**config.mk**
```make
export PLATFORM = sky130hd
export DESIGN_NAME = rd_burst_splitter
export DESIGN_NICKNAME = d
export VERILOG_FILES = /design/src/rd_split_pkg.sv /design/src/ar_split_stage.sv /design/src/burst_len_fifo.sv /design/src/r_last_stage.sv /design/src/rd_burst_splitter.sv
export SDC_FILE = /design/constraint.sdc
export NUM_CORES = 1
export LEC_CHECK = 0
export BUFFER_PORTS_ARGS = -buffer_cell sky130_fd_sc_hd__buf_2
export CAP_MARGIN = 15
export CELL_PAD_IN_SITES_DETAIL_PLACEMENT = 0
export CELL_PAD_IN_SITES_GLOBAL_PLACEMENT = 1
export CORE_MARGIN = 5
export CORE_UTILIZATION = 42
export DETAILED_ROUTE_END_ITERATION = 10
export GPL_TIMING_DRIVEN = 0
export PLACE_DENSITY = 0.95
export SYNTH_ARGS = -nofsm -noshare
export SYNTH_HDL_FRONTEND = slang
export SYNTH_SLANG_ARGS = --single-unit
```
**constraint.sdc**
```tcl
create_clock -name clk_i -period 6.48 [get_ports clk_i]
set_clock_uncertainty 0.1 [all_clocks]
set_input_delay 0.972 -clock clk_i [delete_from_list [all_inputs] [get_ports clk_i]]
set_output_delay 0.972 -clock clk_i [all_outputs]
set_load 0.01 [all_outputs]
```
**src/rd_split_pkg.sv**
```systemverilog
// Shared widths, burst encodings and queue depth for the read burst splitter and its testbench
package rd_split_pkg;

  // ------------------------------------------------------------------------
  // Bus field widths
  // ------------------------------------------------------------------------
  localparam int ADDR_W  = 32;
  localparam int DATA_W  = 32;
  localparam int ID_W    = 4;

  // Burst length field holds beats minus one
  localparam int LEN_W   = 8;

  // Bytes per beat is 1 << size
  localparam int SIZE_W  = 3;

  localparam int BURST_W = 2;
  localparam int RESP_W  = 2;

  // ------------------------------------------------------------------------
  // Burst type encodings
  // ------------------------------------------------------------------------
  localparam logic [BURST_W-1:0] BURST_FIXED = 2'd0;
  localparam logic [BURST_W-1:0] BURST_INCR  = 2'd1;

  // Not supported by the splitter, only used to flag illegal input
  localparam logic [BURST_W-1:0] BURST_WRAP  = 2'd2;

  // ------------------------------------------------------------------------
  // Outstanding burst tracking
  // ------------------------------------------------------------------------
  // Number of bursts that may wait for read data at once
  localparam int MAX_RD_TXNS = 4;

  // Pointer width into the length queue
  localparam int FIFO_IDX_W  = 2;

endpackage

```
**src/ar_split_stage.sv**
```systemverilog
// Accepts one upstream read burst and replays it downstream as single-beat read requests
`timescale 1ns/1ps

module ar_split_stage (
  input  logic                              clk_i,
  input  logic                              rst_i,

  // Upstream AR
  input  logic [rd_split_pkg::ID_W-1:0]     ar_id_i,
  input  logic [rd_split_pkg::ADDR_W-1:0]   ar_addr_i,
  input  logic [rd_split_pkg::LEN_W-1:0]    ar_len_i,
  input  logic [rd_split_pkg::SIZE_W-1:0]   ar_size_i,
  input  logic [rd_split_pkg::BURST_W-1:0]  ar_burst_i,
  input  logic                              ar_valid_i,
  output logic                              ar_ready_o,

  // Downstream single-beat AR
  output logic [rd_split_pkg::ID_W-1:0]     m_ar_id_o,
  output logic [rd_split_pkg::ADDR_W-1:0]   m_ar_addr_o,
  output logic                              m_ar_valid_o,
  input  logic                              m_ar_ready_i,

  // Length queue write side
  input  logic                              fifo_full_i,
  output logic                              push_o,
  output logic [rd_split_pkg::LEN_W-1:0]    push_len_o
);

  // Idle when low, issuing beats when high
  logic                              busy_q;

  // Registered copy of the burst being split
  logic [rd_split_pkg::ID_W-1:0]     id_q;
  logic [rd_split_pkg::ADDR_W-1:0]   addr_q;
  logic [rd_split_pkg::SIZE_W-1:0]   size_q;
  logic [rd_split_pkg::BURST_W-1:0]  burst_q;

  // Beats still to send after the current one
  logic [rd_split_pkg::LEN_W-1:0]    rem_q;

  logic                              accept;
  logic                              beat_done;
  logic [rd_split_pkg::ADDR_W-1:0]   addr_step;

  // New burst only while idle and a length slot is free
  assign ar_ready_o = ~busy_q & ~fifo_full_i;
  assign accept     = ar_valid_i & ar_ready_o;

  // Length goes into the queue together with the acceptance
  assign push_o     = accept;
  assign push_len_o = ar_len_i;

  assign m_ar_valid_o = busy_q;
  assign m_ar_id_o    = id_q;
  assign m_ar_addr_o  = addr_q;

  assign beat_done = busy_q & m_ar_ready_i;
  assign addr_step = rd_split_pkg::ADDR_W'(1) << size_q;

  // ------------------------------------------------------------------------
  // Control state
  // ------------------------------------------------------------------------
  always_ff @(posedge clk_i) begin
    if (rst_i) begin
      busy_q <= 1'b0;
    end else if (accept) begin
      busy_q <= 1'b1;
    end else if (beat_done && rem_q == '0) begin
      // Final beat handed over, back to idle next cycle
      busy_q <= 1'b0;
    end
  end

  // ------------------------------------------------------------------------
  // Burst payload and beat stepping
  // ------------------------------------------------------------------------
  always_ff @(posedge clk_i) begin
    if (accept) begin
      id_q    <= ar_id_i;
      addr_q  <= ar_addr_i;
      size_q  <= ar_size_i;
      burst_q <= ar_burst_i;
      rem_q   <= ar_len_i;
    end else if (beat_done && rem_q != '0) begin
      rem_q <= rem_q - 1'b1;
      // FIXED bursts keep hitting the same address
      if (burst_q == rd_split_pkg::BURST_INCR) begin
        addr_q <= addr_q + addr_step;
      end
    end
  end

endmodule

```
**src/burst_len_fifo.sv**
```systemverilog
// In-order queue of outstanding burst lengths, written on AR acceptance and read on R last
`timescale 1ns/1ps

module burst_len_fifo (
  input  logic                            clk_i,
  input  logic                            rst_i,

  input  logic                            push_i,
  input  logic [rd_split_pkg::LEN_W-1:0]  push_len_i,
  input  logic                            pop_i,

  output logic [rd_split_pkg::LEN_W-1:0]  head_len_o,
  output logic                            full_o,
  output logic                            empty_o
);

  logic [rd_split_pkg::LEN_W-1:0]       mem_q [rd_split_pkg::MAX_RD_TXNS];

  logic [rd_split_pkg::FIFO_IDX_W-1:0]  wr_ptr_q;
  logic [rd_split_pkg::FIFO_IDX_W-1:0]  rd_ptr_q;

  // One extra bit so a full queue can be told from an empty one
  logic [rd_split_pkg::FIFO_IDX_W:0]    count_q;

  assign full_o     = (count_q == (rd_split_pkg::FIFO_IDX_W+1)'(rd_split_pkg::MAX_RD_TXNS));
  assign empty_o    = (count_q == '0);
  assign head_len_o = mem_q[rd_ptr_q];

  // Storage
  always_ff @(posedge clk_i) begin
    if (push_i) begin
      mem_q[wr_ptr_q] <= push_len_i;
    end
  end

  // Pointers wrap naturally since the depth is a power of two
  always_ff @(posedge clk_i) begin
    if (rst_i) begin
      wr_ptr_q <= '0;
      rd_ptr_q <= '0;
      count_q  <= '0;
    end else begin
      if (push_i) begin
        wr_ptr_q <= wr_ptr_q + 1'b1;
      end
      if (pop_i) begin
        rd_ptr_q <= rd_ptr_q + 1'b1;
      end
      case ({push_i, pop_i})
        2'b10:   count_q <= count_q + 1'b1;
        2'b01:   count_q <= count_q - 1'b1;
        default: count_q <= count_q;
      endcase
    end
  end

endmodule

```
**src/r_last_stage.sv**
```systemverilog
// Passes read beats upstream and rebuilds the last flag from the queued burst length
`timescale 1ns/1ps

module r_last_stage (
  input  logic                             clk_i,
  input  logic                             rst_i,

  // Downstream R
  input  logic [rd_split_pkg::DATA_W-1:0]  m_r_data_i,
  input  logic [rd_split_pkg::ID_W-1:0]    m_r_id_i,
  input  logic [rd_split_pkg::RESP_W-1:0]  m_r_resp_i,
  input  logic                             m_r_valid_i,
  output logic                             m_r_ready_o,

  // Upstream R
  output logic [rd_split_pkg::DATA_W-1:0]  s_r_data_o,
  output logic [rd_split_pkg::ID_W-1:0]    s_r_id_o,
  output logic [rd_split_pkg::RESP_W-1:0]  s_r_resp_o,
  output logic                             s_r_last_o,
  output logic                             s_r_valid_o,
  input  logic                             s_r_ready_i,

  // Length queue read side
  input  logic [rd_split_pkg::LEN_W-1:0]   head_len_i,
  input  logic                             fifo_empty_i,
  output logic                             pop_o
);

  // Beats of the head burst already passed upstream
  logic [rd_split_pkg::LEN_W-1:0]  beat_cnt_q;
  logic                            xfer;

  // Payload goes straight through
  assign s_r_data_o = m_r_data_i;
  assign s_r_id_o   = m_r_id_i;
  assign s_r_resp_o = m_r_resp_i;

  // Hold the handshake off until a burst length is known
  assign s_r_valid_o = m_r_valid_i & ~fifo_empty_i;
  assign m_r_ready_o = s_r_ready_i & ~fifo_empty_i;

  assign s_r_last_o = (beat_cnt_q == head_len_i);
  assign xfer       = s_r_valid_o & s_r_ready_i;

  // Head burst is finished, drop its length
  assign pop_o = xfer & s_r_last_o;

  always_ff @(posedge clk_i) begin
    if (rst_i) begin
      beat_cnt_q <= '0;
    end else if (xfer) begin
      if (s_r_last_o) begin
        beat_cnt_q <= '0;
      end else begin
        beat_cnt_q <= beat_cnt_q + 1'b1;
      end
    end
  end

endmodule

```
**src/rd_burst_splitter.sv**
```systemverilog
// Top level of the read burst splitter, joins AR split, length queue and R last rebuild
`timescale 1ns/1ps

module rd_burst_splitter (
  input  logic                              clk_i,
  input  logic                              rst_i,

  // Upstream AR
  input  logic [rd_split_pkg::ID_W-1:0]     ar_id_i,
  input  logic [rd_split_pkg::ADDR_W-1:0]   ar_addr_i,
  input  logic [rd_split_pkg::LEN_W-1:0]    ar_len_i,
  input  logic [rd_split_pkg::SIZE_W-1:0]   ar_size_i,
  input  logic [rd_split_pkg::BURST_W-1:0]  ar_burst_i,
  input  logic                              ar_valid_i,
  output logic                              ar_ready_o,

  // Downstream AR, single beat only
  output logic [rd_split_pkg::ID_W-1:0]     m_ar_id_o,
  output logic [rd_split_pkg::ADDR_W-1:0]   m_ar_addr_o,
  output logic                              m_ar_valid_o,
  input  logic                              m_ar_ready_i,

  // Downstream R, answered in request order
  input  logic [rd_split_pkg::DATA_W-1:0]   m_r_data_i,
  input  logic [rd_split_pkg::ID_W-1:0]     m_r_id_i,
  input  logic [rd_split_pkg::RESP_W-1:0]   m_r_resp_i,
  input  logic                              m_r_valid_i,
  output logic                              m_r_ready_o,

  // Upstream R with rebuilt last
  output logic [rd_split_pkg::DATA_W-1:0]   s_r_data_o,
  output logic [rd_split_pkg::ID_W-1:0]     s_r_id_o,
  output logic [rd_split_pkg::RESP_W-1:0]   s_r_resp_o,
  output logic                              s_r_last_o,
  output logic                              s_r_valid_o,
  input  logic                              s_r_ready_i
);

  logic                            push;
  logic [rd_split_pkg::LEN_W-1:0]  push_len;
  logic                            pop;
  logic [rd_split_pkg::LEN_W-1:0]  head_len;
  logic                            full;
  logic                            empty;

  ar_split_stage i_ar_split (
    .clk_i        ( clk_i        ),
    .rst_i        ( rst_i        ),
    .ar_id_i      ( ar_id_i      ),
    .ar_addr_i    ( ar_addr_i    ),
    .ar_len_i     ( ar_len_i     ),
    .ar_size_i    ( ar_size_i    ),
    .ar_burst_i   ( ar_burst_i   ),
    .ar_valid_i   ( ar_valid_i   ),
    .ar_ready_o   ( ar_ready_o   ),
    .m_ar_id_o    ( m_ar_id_o    ),
    .m_ar_addr_o  ( m_ar_addr_o  ),
    .m_ar_valid_o ( m_ar_valid_o ),
    .m_ar_ready_i ( m_ar_ready_i ),
    .fifo_full_i  ( full         ),
    .push_o       ( push         ),
    .push_len_o   ( push_len     )
  );

  burst_len_fifo i_len_fifo (
    .clk_i        ( clk_i        ),
    .rst_i        ( rst_i        ),
    .push_i       ( push         ),
    .push_len_i   ( push_len     ),
    .pop_i        ( pop          ),
    .head_len_o   ( head_len     ),
    .full_o       ( full         ),
    .empty_o      ( empty        )
  );

  r_last_stage i_r_last (
    .clk_i        ( clk_i        ),
    .rst_i        ( rst_i        ),
    .m_r_data_i   ( m_r_data_i   ),
    .m_r_id_i     ( m_r_id_i     ),
    .m_r_resp_i   ( m_r_resp_i   ),
    .m_r_valid_i  ( m_r_valid_i  ),
    .m_r_ready_o  ( m_r_ready_o  ),
    .s_r_data_o   ( s_r_data_o   ),
    .s_r_id_o     ( s_r_id_o     ),
    .s_r_resp_o   ( s_r_resp_o   ),
    .s_r_last_o   ( s_r_last_o   ),
    .s_r_valid_o  ( s_r_valid_o  ),
    .s_r_ready_i  ( s_r_ready_i  ),
    .head_len_i   ( head_len     ),
    .fifo_empty_i ( empty        ),
    .pop_o        ( pop          )
  );

endmodule

```
[Word-level counts from Yosys, hierarchy flattened]
Memories as Yosys holds them, arrays and structs flattened. A register that Yosys moved wholly into a read port is not among the register bits.
Index checks and enable logic that the tools add are counted.
Cells by class
  reduce and logical (&&, ||, !) cells: 10
  multipliers: 0
  divide/modulo/power cells: 0
  mux-type cells: 13
  add/sub/neg operators: 7
  $lt $le $gt $ge: 0
  shifts and indexed selects: 1
  bitwise gates (word level): 10
  equality and inequality tests: 5
Operator list (number)
  $mux W32: 3
  $add A32 B32 Y32: 1
  $shl A1 B3 Y32 const A: 1
  $mux W8: 3
  $add A8 B1 Y8 const B: 1
  $eq A8 B8 Y1: 1
  $logic_not A8 Y1: 1
  $reduce_bool A2 Y1: 4
  $reduce_bool A8 Y1: 1
  $sub A8 B1 Y8 const B: 1
  $and A1 B1 Y1: 7
  $pmux W3 S2: 1
  $add A2 B1 Y2 const B: 2
  $eq A2 B1 Y1 const B: 2
  $mux W1: 4
  $mux W2: 2
  $add A3 B1 Y3 const B: 1
  $eq A3 B3 Y1 const B: 1
  $logic_not A3 Y1: 1
  $not A1 Y1: 3
  $sub A3 B1 Y3 const B: 1
  $eq A2 B2 Y1 const B: 1
  $logic_and A1 B1 Y1: 2
  $reduce_and A2 Y1: 1
Storage, ports and cells
  output and inout bits: 79
  input bits: 93
  RAM bits: 32
  bits in latches: 0
  ROM bits: 0
  bits in registers: 65
  logic and storage cells: 57
  memories: 1
Memories
  i_len_fifo.mem_q: words 4, bits a word 8, rd ports 1, clocked after Yosys merged registers in 1, write ports 1, RTL line burst_len_fifo.sv:17  | logic [rd_split_pkg::LEN_W-1:0] mem_q [rd_split_pkg::MAX_RD_TXNS];

[Logic depth before layout (Yosys ltp)]
  depth in word-level cells: 7
  mapped depth: 11
  gate-level depth less buffers: 10

[Hierarchy]
A second synthesis with hierarchy kept.
Unflattened totals
  cell total of the unflattened synthesis: 505
  area, all modules: 5565.3 um^2
By module, submodules not included
  ar_split_stage: sequential area each 1491.4 um^2, area an instance 3189.3 um^2, instances 1, cells an instance 325
  burst_len_fifo: sequential area each 1141.1 um^2, area an instance 1591.5 um^2, instances 1, cells an instance 89
  r_last_stage: sequential area each 160.2 um^2, area an instance 784.5 um^2, instances 1, cells an instance 91

[Least setup slack after synthesis]
Ideal clock, no wire load.
  path type: in2reg
  start: in m_ar_ready_i
  end: reg i_ar_split.addr_q (netlist bit i_ar_split.m_ar_addr_o[0]) (enable)
  setup time: 466 ps
  required time: 5914 ps
  arrival: 3365 ps
  path buffers: 0
  cell stages on the path: 2
  slack: 2549 ps
  cells stage by stage: nand3_1 o21ai_0
On the way
  cells in the longest elaborated chain, start to end: 4
RTL lines
  start, declared: RTL line rd_burst_splitter.sv:21  | input logic m_ar_ready_i,
  $and A1 B1 Y1: RTL line ar_split_stage.sv:57  | assign beat_done = busy_q & m_ar_ready_i;
  $logic_and A1 B1 Y1: RTL line ar_split_stage.sv:84  | end else if (beat_done && rem_q != '0) begin
  $reduce_bool A2 Y1 (no source line)
  $reduce_and A2 Y1 (no source line)
  end signal, assigned: RTL line ar_split_stage.sv:80  | addr_q <= ar_addr_i;
  end signal, assigned: RTL line ar_split_stage.sv:88  | addr_q <= addr_q + addr_step;
  end, declared: RTL line ar_split_stage.sv:34  | logic [rd_split_pkg::ADDR_W-1:0] addr_q;
No other way between the ends.
A chain may end at the register's enable or synchronous reset.

[Final worst setup path]
  start: reg i_ar_split.size_q[1] in the netlist's numbering
  end: reg i_ar_split.addr_q (netlist bit i_ar_split.m_ar_addr_o[16]) (data pin)
On the way
  cells in the longest elaborated chain, start to end: 5
RTL lines
  start, declared: RTL line ar_split_stage.sv:35  | logic [rd_split_pkg::SIZE_W-1:0] size_q;
  start signal, assigned: RTL line ar_split_stage.sv:81  | size_q <= ar_size_i;
  $shl A1 B3 Y32: RTL line ar_split_stage.sv:58  | assign addr_step = rd_split_pkg::ADDR_W'(1) << size_q;
  $add A32 B32 Y32: RTL line ar_split_stage.sv:88
  $mux W32: RTL line ar_split_stage.sv:87  | if (burst_q == rd_split_pkg::BURST_INCR) begin
  $mux W32: RTL line ar_split_stage.sv:84
  $mux W32: RTL line ar_split_stage.sv:78  | if (accept) begin
No other way between the ends. The select of a mux whose other input is x is not followed.

==> flow_summary.toml <==
[sta]
worstMarginPinSlew_ns = 0.7347
fmax_mhz = 317.8
finalHoldViolCount = 0
fin_crit_sh_pct = 48.56
min_period_ns = 3.147
hold_slack_ns = 0.4058
slew_violations = 0
maxSlewHeadroom_pct = 51.02
rsz0062_at_grt = "no"
fin_tns_setup_ns = 0
final-setup-viol-count = 0
finalWorstSetupSlack_ns = 3.333

[drt]
ant_nets = 0
firstDrtPassIters = 5
drt_iter0_markers = 216
wl_per_cell_um = 15.80
vias = 3933
vias_per_cell = 5.036
wirelength_mm = 12.34
drc_errors = 0

[hold_path]
hold_class = "flip-flop to flip-flop"

[global_routing]
grt_max_degree = 23
grt.overflow.total = 0
grt_antenna_before_repair = 0
grt_pass1_wl_mm = 19.28
grt_pass1_vias = 4044
grt_usage_pct = 16.68

[setup_path]
worst-endpoint-required_ns = 6.46
worstPathArrival_ns = 3.13
r2r_slack_ns = 3.33
cp_max_fo = 10
cp_common_cell = "a21oi_1"
crit_path_end_kind = "flip-flop"
cp_slowest_cell = "edfxtp_1"
timing_worst_setup_path_type = "flip-flop to flip-flop"
cp_cell_sequence = "nor3b_1 -> fa_1 -> a21o_1 -> a21oi_1 -> o31ai_1 -> clkbuf_1 -> nand4_1 -> xor2_1 -> a21oi_1"
cp-start-kind = "flip-flop"
slowest_delay_ns = 0.49

[synthesis]
ys_seq_elements = 99
ys_async_sr_fraction_pct = 0
synthTopCellsByArea = "edfxtp_1 (46%), dfxtp_1 (6.8%), buf_4 (5.7%)"
ys_seq_area_share_pct = 52.84
synth_top_cell_area_share_pct = 46.02
ys_warn_count = 0
synth-edff-count = 81
syn_inst = 460
avgSynthCellArea_sq_um = 11.49
syn-cell-area_sq_um = 5285
synth_commonest_cells = "edfxtp_1 (81), nand2_1 (50), buf_4 (40)"
syn_nets = 571
yosysMostFrequentCell = "edfxtp_1"
synth_ff_type = "edfxtp_1"
synth.largest_area_cell = "edfxtp_1"
synth_cell_types = 48

[placed_design]
place_ws_ns = 3.041
portBuffers = 132
placed_area_sq_um = 6200
hpwl_mm = 9.403
routabilityCongestion = 0.8783

[die]
core_area_sq_um = 12470
die_h_um = 122.2
rows = 41
die_x_um = 122.2
die_area_sq_um = 14930
start_util_pct = 42.40
io_pins = 172

[layout]
finalInstanceArea_sq_um = 6486
utilization_pct = 52.03
layout-drive-gt1-share_pct = 36.12
antenna_cells_inserted = 0
fill_cells = 1097
area_growth_pct = 22.73
nets = 715

[flow_run]
cap_violations = 0

[clocking]
clkLatencyLatePin_ns = 0.36
cts_max_path_buffers = 2
cts-buffers-inserted = 9
cts_resized = 0
cts-hold-fix-buffers = 0
cts_setup_buffers = 0
tritoncts = "yes"
cts.sinks = 99
htree_num_levels = 3
cts_root_buf = "clkbuf_16"
clk_pin_slew_ns = 0.07

[power_and_ir_drop]
p_leak_nw = 2.610
p_per_area_nw_per_um2 = 242.1
ir_drop_v = 0.0001600

[status]
status = "finished clean"
cell usage in the layout (no fill, tap or decap), types with 4 or more instances in the layout:
cell type | Yosys | routed
a21o_1 | 5 | 5
a21oi_1 | 19 | 19
and3_1 | 15 | 15
buf_2 | 4 | 136
buf_4 | 40 | 40
clkbuf_1 | 8 | 8
clkbuf_16 | 0 | 9
clkinvlp_4 | 0 | 4
dfxtp_1 | 18 | 18
edfxtp_1 | 81 | 81
ha_1 | 16 | 16
inv_1 | 9 | 9
mux4_2 | 8 | 8
nand2_1 | 50 | 50
nand3_1 | 14 | 14
nand4_1 | 6 | 6
nor2_1 | 22 | 22
nor2_2 | 7 | 7
nor3_1 | 5 | 5
nor3b_1 | 4 | 4
o2111ai_1 | 6 | 6
o21ai_0 | 33 | 32
xnor2_1 | 16 | 16
xor2_1 | 34 | 34
layout make-up:
cell class,count,area [sq um],area share (%)
Sequential cell,99,2793,43.06
Buffer,57,391.6,6.038
Clock buffer,9,225.2,3.472
Tap cell,172,215.2,3.318
Timing Repair Buffer,133,688.2,10.61
Clock inverter,7,61.31,0.9452
Multi-Input combinational cell,295,2078,32.04
Inverter,9,33.78,0.5208
metrics by stage:
stage,std cells,total power [mW]
after floorplan,460,0.9540
after global placement,764,1.044
after detailed placement,765,1.059
after CTS,781,1.587
after global routing,781,1.639
final,781,1.570
state kept, by name (all words and copies together) (netlist names), named ones only:
name                     flops
i_ar_split.m_ar_addr_o      32
i_ar_split.size_q            3
i_ar_split.burst_q           2
i_len_fifo.mem_q            32
i_ar_split.rem_q             8
i_r_last.beat_cnt_q          8
i_len_fifo.rd_ptr_q          2
i_ar_split.m_ar_id_o         4
i_len_fifo.wr_ptr_q          2
i_len_fifo.count_q           3
i_ar_split.m_ar_valid_o      1
per-layer routing:
layer / wire (um) / part of all wire [%] / track usage [%]
met4: 268 / 2.2 / 7.278
met5: 0 / 0 / 0
met2: 5919 / 48 / 26.86
met1: 5134 / 42 / 21.24
met3: 1016 / 8.2 / 4.410
cell families after synthesis:
family	synth area share [%]
flip-flops	52.84
AO/OA/AOI/OAI	8.902
buffers and inverters	8.049
adder cells (fa/ha/maj)	4.545
multiplexers	3.409
XOR/XNOR	8.901
AND/OR/NAND/NOR	13.35
worst paths after layout:
check | startpoint | endpoint | cells past startpoint
max | i_ar_split.size_q[1] | i_ar_split.m_ar_addr_o[16] | 9
min | i_len_fifo.wr_ptr_q[1] | i_len_fifo.wr_ptr_q[1] | 2
max reg2reg | i_ar_split.size_q[1] | i_ar_split.m_ar_addr_o[16] | 9
min reg2reg | i_len_fifo.wr_ptr_q[1] | i_len_fifo.wr_ptr_q[1] | 2
worst max-delay path, delay by kind of cell (launching register included):
family | cells | cell delay (ns)
AO/OA/AOI/OAI | 4 | 0.77
XOR/XNOR | 1 | 0.16
adder cells (fa/ha/maj) | 1 | 0.31
buffers and inverters | 1 | 0.46
flip-flops | 1 | 0.49
AND/OR/NAND/NOR | 2 | 0.58
power by group:
part	switching (mW)	internal, mW
clock	0.259	0.266
sequential	0.0390	0.748
combinational	0.142	0.116
Power figures use the tool's default switching activity.
